==> config.mk <==
export PLATFORM = sky130hd
export DESIGN_NAME = audio_mixer_top
export DESIGN_NICKNAME = d
export VERILOG_FILES = /design/src/source/audio_pkg.sv /design/src/source/mix_cfg_pkg.sv /design/src/source/mix_ctrl_if.sv /design/src/source/source_mixer.sv /design/src/source/output_stage.sv /design/src/source/activity_led.sv /design/src/source/audio_mixer_top.sv
export SDC_FILE = /design/constraint.sdc
export NUM_CORES = 1
export LEC_CHECK = 0
export BUFFER_PORTS_ARGS = -buffer_cell sky130_fd_sc_hd__buf_4
export CAP_MARGIN = 0
export CORE_MARGIN = 4
export CORE_UTILIZATION = 25
export DETAILED_ROUTE_END_ITERATION = 10
export PLACE_DENSITY = 0.39
export SYNTH_ARGS = -nofsm -noshare
export SYNTH_HDL_FRONTEND = slang
export SYNTH_SLANG_ARGS = --single-unit
==> constraint.sdc <==
create_clock -name clk_sys -period 9.3 [get_ports clk_sys]
set_input_delay 0.465 -clock clk_sys [delete_from_list [all_inputs] [get_ports clk_sys]]
set_output_delay 0.465 -clock clk_sys [all_outputs]
set_load 0.02 [all_outputs]
==> src/source/audio_pkg.sv <==
//////////////////////////////////////////////////
// Audio sample types, volume codes and compressor
// curve constants shared by the mixer path
//////////////////////////////////////////////////

package audio_pkg;

	// Signed 16-bit sample and the 17-bit sum before clamping
	typedef logic signed [15:0] sample_t;
	typedef logic signed [16:0] wide_sample_t;

	// 5-bit volume code, 0 mutes
	typedef logic [4:0] vol_t;

	// Speaker level bit position at gain 0
	localparam int SPK_BASE_SHIFT = 11;

	//////////////////////////////////////////////////
	// Compressor breakpoints
	//////////////////////////////////////////////////

	// 2x curve
	localparam logic [15:0] COMP_X1 = 16'd14044;
	localparam logic [15:0] COMP_B1 = 16'd28088;
	localparam logic [15:0] COMP_A1 = 16'd2;
	localparam logic [15:0] COMP_F1 = 16'd4;

	// 4x curve, knee at X2 so that X2 * A2 lands on B2
	localparam logic [15:0] COMP_X2 = 16'd7400;
	localparam logic [15:0] COMP_B2 = 16'd29600;
	localparam logic [15:0] COMP_A2 = 16'd4;
	localparam logic [15:0] COMP_F2 = 16'd8;

	// Upper four code bits select the attenuation, 31 is unity
	function automatic sample_t vol_apply(input sample_t smp, input vol_t vol);
		sample_t res;
		res = '0;
		if (vol != '0) begin
			res = smp >>> (4'd15 - vol[4:1]);
		end
		return res;
	endfunction

endpackage

==> src/source/mix_cfg_pkg.sv <==
//////////////////////////////////////////////////
// Mixer configuration types: boost mode, speaker
// gain and the activity light hold time
//////////////////////////////////////////////////

package mix_cfg_pkg;

	// Audio boost selection for the output compressor
	typedef enum logic [1:0] {
		BOOST_OFF = 2'd0,
		BOOST_2X  = 2'd1,
		BOOST_4X  = 2'd2
	} boost_e;

	// Extra left shift on the speaker level, 0 to 3
	typedef logic [1:0] spk_gain_t;

	// Roughly 0.1 s at a 45 MHz system clock
	localparam int LED_HOLD_DEFAULT = 4500000;

endpackage

==> src/source/mix_ctrl_if.sv <==
//////////////////////////////////////////////////
// Per-source mixer controls, set at the top level
// and read by the source mixer
//////////////////////////////////////////////////

`timescale 1ns/1ps

interface mix_ctrl_if import audio_pkg::*, mix_cfg_pkg::*; ();

	vol_t      vol_midi_l;
	vol_t      vol_midi_r;
	logic      midi_mute;
	logic      cd_en;
	spk_gain_t spk_gain;
	logic [1:0] vol_spk;

	modport ctrl (
		output vol_midi_l, vol_midi_r, midi_mute, cd_en, spk_gain, vol_spk
	);

	modport mixer (
		input vol_midi_l, vol_midi_r, midi_mute, cd_en, spk_gain, vol_spk
	);

endinterface

==> src/source/source_mixer.sv <==
//////////////////////////////////////////////////
// Three-stage source mixer: scale, sum, clamp
//////////////////////////////////////////////////

`timescale 1ns/1ps

module source_mixer import audio_pkg::*; (
	input  logic      clk_sys,
	input  logic      reset,
	mix_ctrl_if.mixer ctrl,
	input  sample_t   sb_l,
	input  sample_t   sb_r,
	input  sample_t   midi_l,
	input  sample_t   midi_r,
	input  sample_t   cd_l,
	input  sample_t   cd_r,
	input  logic      speaker_out,
	output sample_t   mix_l,
	output sample_t   mix_r
);

	// Saturate a 17-bit sum to the 16-bit range
	function automatic sample_t clamp16(input wide_sample_t v);
		sample_t res;
		if (v[16] != v[15]) begin
			res = {v[16], {15{v[15]}}};
		end else begin
			res = v[15:0];
		end
		return res;
	endfunction

	sample_t spk_level;
	sample_t sb_s1_l, sb_s1_r;
	sample_t spk_s1;
	sample_t midi_s1_l, midi_s1_r;
	sample_t cd_s1_l, cd_s1_r;
	wide_sample_t sum_l, sum_r;

	// Speaker is a one-bit source, positive level or nothing
	always_comb begin
		spk_level = '0;
		if (speaker_out) begin
			spk_level = sample_t'((16'd1 << (SPK_BASE_SHIFT + ctrl.spk_gain))
				>> (2'd3 - ctrl.vol_spk));
		end
	end

	always_ff @(posedge clk_sys) begin
		if (reset) begin
			sb_s1_l   <= '0;
			sb_s1_r   <= '0;
			spk_s1    <= '0;
			midi_s1_l <= '0;
			midi_s1_r <= '0;
			cd_s1_l   <= '0;
			cd_s1_r   <= '0;
			sum_l     <= '0;
			sum_r     <= '0;
			mix_l     <= '0;
			mix_r     <= '0;
		end else begin
			// Stage 1, per-source scaling
			sb_s1_l   <= sb_l;
			sb_s1_r   <= sb_r;
			spk_s1    <= spk_level;
			midi_s1_l <= ctrl.midi_mute ? '0 : vol_apply(midi_l, ctrl.vol_midi_l);
			midi_s1_r <= ctrl.midi_mute ? '0 : vol_apply(midi_r, ctrl.vol_midi_r);
			cd_s1_l   <= ctrl.cd_en ? cd_l : '0;
			cd_s1_r   <= ctrl.cd_en ? cd_r : '0;

			// Stage 2, sign-extended sum
			sum_l <= wide_sample_t'(sb_s1_l) + wide_sample_t'(spk_s1)
				+ wide_sample_t'(midi_s1_l) + wide_sample_t'(cd_s1_l);
			sum_r <= wide_sample_t'(sb_s1_r) + wide_sample_t'(spk_s1)
				+ wide_sample_t'(midi_s1_r) + wide_sample_t'(cd_s1_r);

			// Stage 3
			mix_l <= clamp16(sum_l);
			mix_r <= clamp16(sum_r);
		end
	end

endmodule

==> src/source/output_stage.sv <==
//////////////////////////////////////////////////
// Output stage: optional 2x/4x compressor with an
// aligned bypass, then master volume per channel
//////////////////////////////////////////////////

`timescale 1ns/1ps

module output_stage import audio_pkg::*, mix_cfg_pkg::*; (
	input  logic    clk_sys,
	input  logic    reset,
	input  sample_t mix_l,
	input  sample_t mix_r,
	input  boost_e  boost,
	input  vol_t    vol_l,
	input  vol_t    vol_r,
	output sample_t audio_l,
	output sample_t audio_r
);

	sample_t mix_in [2];
	vol_t    vol_in [2];
	sample_t audio_q [2];

	assign mix_in[0] = mix_l;
	assign mix_in[1] = mix_r;
	assign vol_in[0] = vol_l;
	assign vol_in[1] = vol_r;

	assign audio_l = audio_q[0];
	assign audio_r = audio_q[1];

	//////////////////////////////////////////////////
	// Per-channel compressor and volume
	//////////////////////////////////////////////////

	for (genvar ch = 0; ch < 2; ch++) begin : gen_chan
		logic [15:0] mag;
		logic [15:0] curve_2x;
		logic [15:0] curve_4x;
		logic [15:0] curve_sel;
		logic [2:0]  sign_pipe;
		sample_t     comp;
		sample_t     raw_dly [4];

		always_ff @(posedge clk_sys) begin
			if (reset) begin
				mag       <= '0;
				curve_2x  <= '0;
				curve_4x  <= '0;
				curve_sel <= '0;
				sign_pipe <= '0;
				comp      <= '0;
				for (int i = 0; i < 4; i++) begin
					raw_dly[i] <= '0;
				end
				audio_q[ch] <= '0;
			end else begin
				// Magnitude, sign follows alongside
				mag       <= mix_in[ch][15] ? -mix_in[ch] : mix_in[ch];
				sign_pipe <= {sign_pipe[1:0], mix_in[ch][15]};

				// Linear gain below the knee, shallow slope above it
				curve_2x <= (mag < COMP_X1) ? mag * COMP_A1
					: (mag - COMP_X1) / COMP_F1 + COMP_B1;
				curve_4x <= (mag < COMP_X2) ? mag * COMP_A2
					: (mag - COMP_X2) / COMP_F2 + COMP_B2;

				curve_sel <= (boost == BOOST_4X) ? curve_4x : curve_2x;
				comp      <= sign_pipe[2] ? -curve_sel : curve_sel;

				// Raw mix delayed to line up with comp
				raw_dly[0] <= mix_in[ch];
				raw_dly[1] <= raw_dly[0];
				raw_dly[2] <= raw_dly[1];
				raw_dly[3] <= raw_dly[2];

				audio_q[ch] <= vol_apply((boost != BOOST_OFF) ? comp : raw_dly[3],
					vol_in[ch]);
			end
		end
	end

endmodule

==> src/source/activity_led.sv <==
//////////////////////////////////////////////////
// Retriggerable hold timer for one activity light
//////////////////////////////////////////////////

`timescale 1ns/1ps

module activity_led import mix_cfg_pkg::*; #(
	parameter int hold_cycles = LED_HOLD_DEFAULT
) (
	input  logic clk_sys,
	input  logic reset,
	input  logic req,
	output logic led
);

	logic [$clog2(hold_cycles + 1) - 1:0] count;

	// Any request reloads, otherwise count down to zero
	always_ff @(posedge clk_sys) begin
		if (reset) begin
			count <= '0;
		end else if (req) begin
			count <= $bits(count)'(hold_cycles);
		end else if (count != '0) begin
			count <= count - 1'b1;
		end
	end

	assign led = (count != '0);

endmodule

==> src/source/audio_mixer_top.sv <==
//////////////////////////////////////////////////
// Audio output path and disk activity lights,
// 8 cycles from sample inputs to audio outputs
//////////////////////////////////////////////////

`timescale 1ns/1ps

module audio_mixer_top import audio_pkg::*, mix_cfg_pkg::*; #(
	parameter int led_hold_cycles = LED_HOLD_DEFAULT
) (
	input  logic       clk_sys,
	input  logic       reset,
	input  sample_t    sb_l,
	input  sample_t    sb_r,
	input  sample_t    midi_l,
	input  sample_t    midi_r,
	input  sample_t    cd_l,
	input  sample_t    cd_r,
	input  logic       speaker_out,
	input  spk_gain_t  spk_gain,
	input  logic [1:0] vol_spk,
	input  vol_t       vol_midi_l,
	input  vol_t       vol_midi_r,
	input  logic       midi_mute,
	input  logic       cd_en,
	input  boost_e     boost,
	input  vol_t       vol_l,
	input  vol_t       vol_r,
	input  logic [7:0] disk_req,
	output sample_t    audio_l,
	output sample_t    audio_r,
	output logic       led_disk,
	output logic       led_user
);

	sample_t mix_l, mix_r;

	mix_ctrl_if ctrl_bus ();

	assign ctrl_bus.vol_midi_l = vol_midi_l;
	assign ctrl_bus.vol_midi_r = vol_midi_r;
	assign ctrl_bus.midi_mute  = midi_mute;
	assign ctrl_bus.cd_en      = cd_en;
	assign ctrl_bus.spk_gain   = spk_gain;
	assign ctrl_bus.vol_spk    = vol_spk;

	source_mixer source_mixer_inst (
		.clk_sys     (clk_sys),
		.reset       (reset),
		.ctrl        (ctrl_bus.mixer),
		.sb_l        (sb_l),
		.sb_r        (sb_r),
		.midi_l      (midi_l),
		.midi_r      (midi_r),
		.cd_l        (cd_l),
		.cd_r        (cd_r),
		.speaker_out (speaker_out),
		.mix_l       (mix_l),
		.mix_r       (mix_r)
	);

	output_stage output_stage_inst (
		.clk_sys (clk_sys),
		.reset   (reset),
		.mix_l   (mix_l),
		.mix_r   (mix_r),
		.boost   (boost),
		.vol_l   (vol_l),
		.vol_r   (vol_r),
		.audio_l (audio_l),
		.audio_r (audio_r)
	);

	// Hard disks on 5:0, floppies on 7:6
	activity_led #(.hold_cycles(led_hold_cycles)) hdd_led (
		.clk_sys (clk_sys),
		.reset   (reset),
		.req     (|disk_req[5:0]),
		.led     (led_disk)
	);

	activity_led #(.hold_cycles(led_hold_cycles)) fdd_led (
		.clk_sys (clk_sys),
		.reset   (reset),
		.req     (|disk_req[7:6]),
		.led     (led_user)
	);

endmodule

# --- After elaboration in Yosys (flattened, before gate mapping) ---
# Memories as Yosys holds them, arrays and structs flattened.
# Cells that the tools add are included.
classes:
  addsub: 26
  n_lt_le_gt_ge: 4
  n_eq_ne: 3
  shift: 6
  mux: 35
  bitwise: 16
  reduce_logical: 23
op_table:
  columns: ["cell", "count"]
  rows:
  - ["16-bit 2-to-1 mux", 26]
  - ["23-bit 2-to-1 mux", 4]
  - ["17-bit by 16-bit adder with 17-bit output", 4]
  - ["16-bit negation", 4]
  - ["16-bit by 4-bit >>> shifter with 16-bit output", 4]
  - ["23-bit nonzero test", 2]
  - ["23-bit by 1-bit subtractor with 23-bit output (second input constant)", 2]
  - ["16-bit by 16-bit adder with 17-bit output", 2]
  - ["13-bit by 15-bit adder with 16-bit output (second input constant)", 2]
  - ["14-bit by 15-bit adder with 16-bit output (second input constant)", 2]
  - ["16-bit by 13-bit less-than comparator with 1-bit output (second input constant)", 2]
  - ["16-bit by 14-bit less-than comparator with 1-bit output (second input constant)", 2]
  - ["1-bit by 32-bit left shift with 16-bit output (first input constant)", 1]
  - ["16-bit by 13-bit subtractor with 16-bit output (second input constant)", 2]
  - ["16-bit by 14-bit subtractor with 16-bit output (second input constant)", 2]
  - ["15-bit 2-to-1 mux", 2]
  - ["5-bit nonzero test", 4]
  - ["2-bit OR reduction", 9]
  - ["16-bit by 2-bit right shift with 16-bit output", 1]
  - ["4-bit subtractor (first input constant)", 4]
  - ["1-bit OR", 10]
  - ["3-bit OR reduction", 3]
  - ["7-bit OR reduction", 1]
  - ["1-bit inverter", 6]
  - ["7 further kinds", 12]
totals:
  register_bits: 390
  ramBits: 160
  out_inout_bits: 34
  wordCells: 149
  mem_count: 3
mem_list:
  columns: ["memory", "depth", "word_bits", "read_ports", "rd_ports_with_merged_regs", "write_ports", "line", "source"]
  rows:
  - ["output_stage_inst.gen_chan[0].raw_dly", 4, 16, 4, 0, 4, "output_stage.sv:43", "sample_t raw_dly [4];"]
  - ["output_stage_inst.gen_chan[1].raw_dly", 4, 16, 4, 0, 4, "output_stage.sv:43", null]
  - ["output_stage_inst.audio_q", 2, 16, 2, 0, 2, "output_stage.sv:22", "sample_t audio_q [2];"]

# --- Logic depth before layout (Yosys ltp) ---
depth:
  word_depth: 6
  mapped_depth: 14

# --- By module ---
# From an unflattened synthesis, not the netlist that was laid out.
unflattened:
  cells_unflattened: 2853
  hier_area_um2: 26091.3
modules_own_cells:
  columns: ["mod", "instances", "cells_each", "area_each_um2"]
  rows:
  - ["output_stage", 1, 1589, 14308.7]
  - ["source_mixer", 1, 964, 9315.2]
  - ["activity_led", 2, 148, 1223.7]
  - ["audio_mixer_top", 1, 4, 20.0]

# --- Worst setup path after synthesis ---
# Ideal clock, no wire load.
synth_path:
  path_kind: "register -> register"
  start: "register source_mixer_inst.cd_s1_r[1]"
  end: "register source_mixer_inst.sum_r[13]"
  t_arrival_ns: 3.068
  slack_ns: 6.111
  path_stages_with_launch: 12
  path_buffers: 0
  synth_period_minus_slack_ns: 3.189
  cell_sequence: "dfxtp_1 ha_1 fa_1 ha_1 fa_1 a21o_1 a21oi_1 o21bai_1 a21oi_1 o21ai_0 o41ai_1 mux2_2"
synth_via:
  elab_chain_len: 1
synth_rtl:
  columns: ["element", "line", "source"]
  rows:
  - ["start: declaration", "source_mixer.sv:37", "sample_t cd_s1_l, cd_s1_r;"]
  - ["start signal: assignment", "source_mixer.sv:70", "cd_s1_r <= ctrl.cd_en ? cd_r : '0;"]
  - ["17-bit by 16-bit adder with 17-bit output", "source_mixer.sv:76", "+ wide_sample_t'(midi_s1_r) + wide_sample_t'(cd_s1_r);"]
  - ["end signal: assignment", "source_mixer.sv:75", "sum_r <= wide_sample_t'(sb_s1_r) + wide_sample_t'(spk_s1)"]
  - ["end: declaration", "source_mixer.sv:38", "wide_sample_t sum_l, sum_r;"]
# Every way passes these cells.
# A chain may end at the register's enable or synchronous reset.

# --- Worst setup path in the final report ---
# Ends and elaborated chain as after synthesis.

==> summary.txt <==
Final layout
  – Fin cells: 4169
  – ANT cells: 0
  – Layout area overhead: 20.12%
  – Final nets: 3081
  – Post-layout instance area: 29710 um^2
  – Layout cells sized above 1: 12.14%

Route
  – Post-route ant nets: 0
  – Initial DRC count: 870
  – First-pass detailed-route iteration total: 5
  – Total Wirelength: 62290 um
  – DR vias: 18200
  – DRC: 0
  – Vias per cell: 4.366
  – DR WL/cell: 14.94 um

Die
  – # rows: 115
  – Die X: 322.5 um
  – Core area: 98280 um^2
  – Die height: 322.5 um
  – I/O Pins: 169
  – Die area: 104000 um^2
  – Initial Util: 25.17%

Clock tree
  – Postcts setup bufs: 0
  – Total CTS buffers: 60
  – Hold-fix buffers at CTS: 21
  – H-tree levels: 2
  – Sink Count: 537
  – Cts repair resizes: 0
  – CTS root buffer: clkbuf_16
  – Clock Path Buffers: 3
  – Clock transition at path regs: 0.06 ns
  – Clock Latency Late Sink: 0.62 ns
  – CTS tree: yes

Synth
  – Mapped Area: 24730 um^2
  – Area contributors post-synth: dfxtp_1 (43%), mux2i_1 (5.9%), nor2b_1 (4.7%), fa_1 (4.4%), a21oi_1 (4.2%)
  – Register area share after synthesis: 43.47%
  – Synthesis-stage register bit count: 537
  – Netlist cell types: 81
  – Ys Warns: 0
  – List of most frequent post-synthesis cells: dfxtp_1 (537), nand2_1 (253), nor2_1 (252), a21oi_1 (210), nor2b_1 (185)
  – Average size of a mapped cell: 9.150 um^2
  – Post-Syn Instances: 2703
  – Synth area leader: dfxtp_1
  – Top-count cell post-synth: dfxtp_1
  – Fraction of registers with async set/reset: 0%
  – Yosys top cell area share: 43.47%
  – Post-synth EDFFs: 0
  – Ys flop type: dfxtp_1

STA
  – Fmax: 286.0 MHz
  – Slew HR: 22.23%
  – Unrepaired setup endpoints after global routing: no
  – Number of setup violations in the final report: 0
  – Ratio of final minimum period to clock period: 37.60%
  – Layout Skew: 0.01323 ns
  – Min Tclk post-route: 3.497 ns
  – Slew Viols, Final: 0
  – Final setup margin: 5.803 ns
  – Total negative slack: 0 ns
  – Final hold violations: 0
  – Worst Max-Slew Pin Slew: 1.159 ns

Placement
  – RD Place Congestion: 0.7871
  – Cells after DPL: 4033
  – Post-DP Area: 27180 um^2
  – Hpwl dp: 46260 um
  – Port Buffer Count: 168
  – Pre-CTS setup slack: 5.838 ns

Flow run
  – Maxcap violations: 0

GRT
  – Total grt overflow: 0
  – Pin count of the biggest net entering global routing: 108
  – GRT Resource Usage Total: 11.87%
  – First-pass GRT wire length: 100800 um
  – Vias in the first global route: 18950
  – Initial antenna violation count: 0

Critical path
  – Buffers & Inverters on Critical Path: 0
  – CP endpoint kind: flop
  – Required @ worst endpoint: 9.81 ns
  – CP arrival: 4.00 ns
  – Critical-path top delay cell: fa_1
  – WS Path Type: flop to flop
  – Crit-path max cell delay: 0.46 ns
  – Critical path startpoint category: flop
  – CP delay by family, top: adder cells
  – Worst-path fanout max: 3
  – Critical-path cell list: ha_1, fa_1, ha_1, fa_1, a21o_1, a21oi_1, o21bai_1, a21oi_1, o21ai_0, o41ai_1, mux2_2

Pwr
  – Lkg Pwr: 12.04 nW
  – Peak supply drop: 153.0 uV
  – Pwr dens: 231.3 nW/um^2
  – Final Power: 0.006873 W

Worst hold path
  – Worst min-delay path class: input port to flop

Status
  – Outcome: finished clean
[final timing paths]
| kind | from | endpoint | slack [ns] | depth (start not counted) |
|---|---|---|---|---|
| max | source_mixer_inst.cd_s1_r[1] | source_mixer_inst.sum_r[13] | 5.80 | 11 |
| min | cd_r[4] | source_mixer_inst.cd_s1_r[4] | 0.05 | 2 |
| max reg2reg | source_mixer_inst.cd_s1_r[1] | source_mixer_inst.sum_r[13] | 5.80 | 11 |
| min reg2reg | output_stage_inst.gen_chan[0].raw_dly[2][9] | output_stage_inst.gen_chan[0].raw_dly[3][9] | 0.43 | 1 |
[metal layers]
| layer | up-vias | track usage (%) | part of all wire, % |
|---|---|---|---|
| li1 | 9313 | - | - |
| met1 | 8499 | 14.88 | 45 |
| met2 | 298 | 21.01 | 49 |
| met3 | 90 | 2.002 | 3.9 |
| met4 | 0 | 3.288 | 2.2 |
| met5 | - | 0 | 0 |
[flip-flops by register name, summed over array words and instances (netlist names), 32 cells and up]
name and count:
output_stage_inst.audio_q 32, output_stage_inst.gen_chan.raw_dly 120, output_stage_inst.gen_chan.curve_2x 32, output_stage_inst.gen_chan.mag 32, output_stage_inst.gen_chan.curve_sel 32, output_stage_inst.gen_chan.curve_4x 32
output_stage_inst.gen_chan.comp 32
[final cells by class]
type	count	area, um^2
Clock buffer	76	1642
Fill cell	10303	68570
Sequential cell	537	10750
Inverter	163	611.8
Timing Repair Buffer	201	1567
Clock inverter	38	668.1
Multi-Input combinational cell	1867	12860
Tap cell	1287	1610
[worst register-to-register path, stage by stage, from the launching register on]
cell and delay [ns]:
dfxtp_1 0.31, ha_1 0.30, fa_1 0.46, ha_1 0.24, fa_1 0.41, a21o_1 0.17
a21oi_1 0.22, o21bai_1 0.12, a21oi_1 0.24, o21ai_0 0.21, o41ai_1 0.32, mux2_2 0.38
[where the power goes]
| part | total [W] | leakage (nW) | switching, W | internal [W] |
|---|---|---|---|---|
| sequential | 0.00278 | 4.39 | 0.000232 | 0.00255 |
| clock | 0.00272 | 1.12 | 0.000998 | 0.00172 |
| combinational | 0.00137 | 6.54 | 0.000776 | 0.000597 |
| total | 0.00687 | 12.0 | 0.00201 | 0.00487 |
[through the flow]
step	utilization [%]	hold slack [ns]
floorplan	-	0.4138
global placement	27.66	0.4207
detailed placement	27.66	0.4204
CTS	30.22	0.0002146
global route	30.23	0.01477
finish	30.23	0.05199
[cells by family after synthesis]
kind of cell             count (synthesis)  synth area share, %
multiplexers                           176                7.912
AO/OA/AOI/OAI                          476                11.92
XOR/XNOR                               173                6.126
AND/OR/NAND/NOR                        922                18.38
other                                    1              0.01516
adder cells (fa/ha/maj)                116                7.507
flip-flops                             537                43.47
buffers and inverters                  302                4.664
[layout by cell type, fill, tap and decap left out, types with 9 or more instances in the layout]
cell type / instances
xor2_1: 73
fa_1: 54
and2_1: 39
mux2_2: 16
clkbuf_16: 60
or2_2: 9
nor4_1: 15
inv_1: 163
nor2b_1: 183
bufinv_16: 17
dlygate4sd3_1: 21
ha_1: 62
a211oi_1: 56
xnor2_1: 100
or3_1: 20
a21o_1: 22
nand2_1: 253
mux2i_1: 146
nor3_1: 36
nor2_1: 252
o31ai_1: 17
buf_4: 178
o21bai_1: 9
o21ai_0: 73
dfxtp_1: 537
nand2b_1: 18
o41ai_1: 9
or4_1: 14
a21oi_1: 210
clkinv_2: 10
nand3_1: 33
mux4_2: 14
a31oi_1: 14
Note: power is estimated with default switching activity, not from simulation.
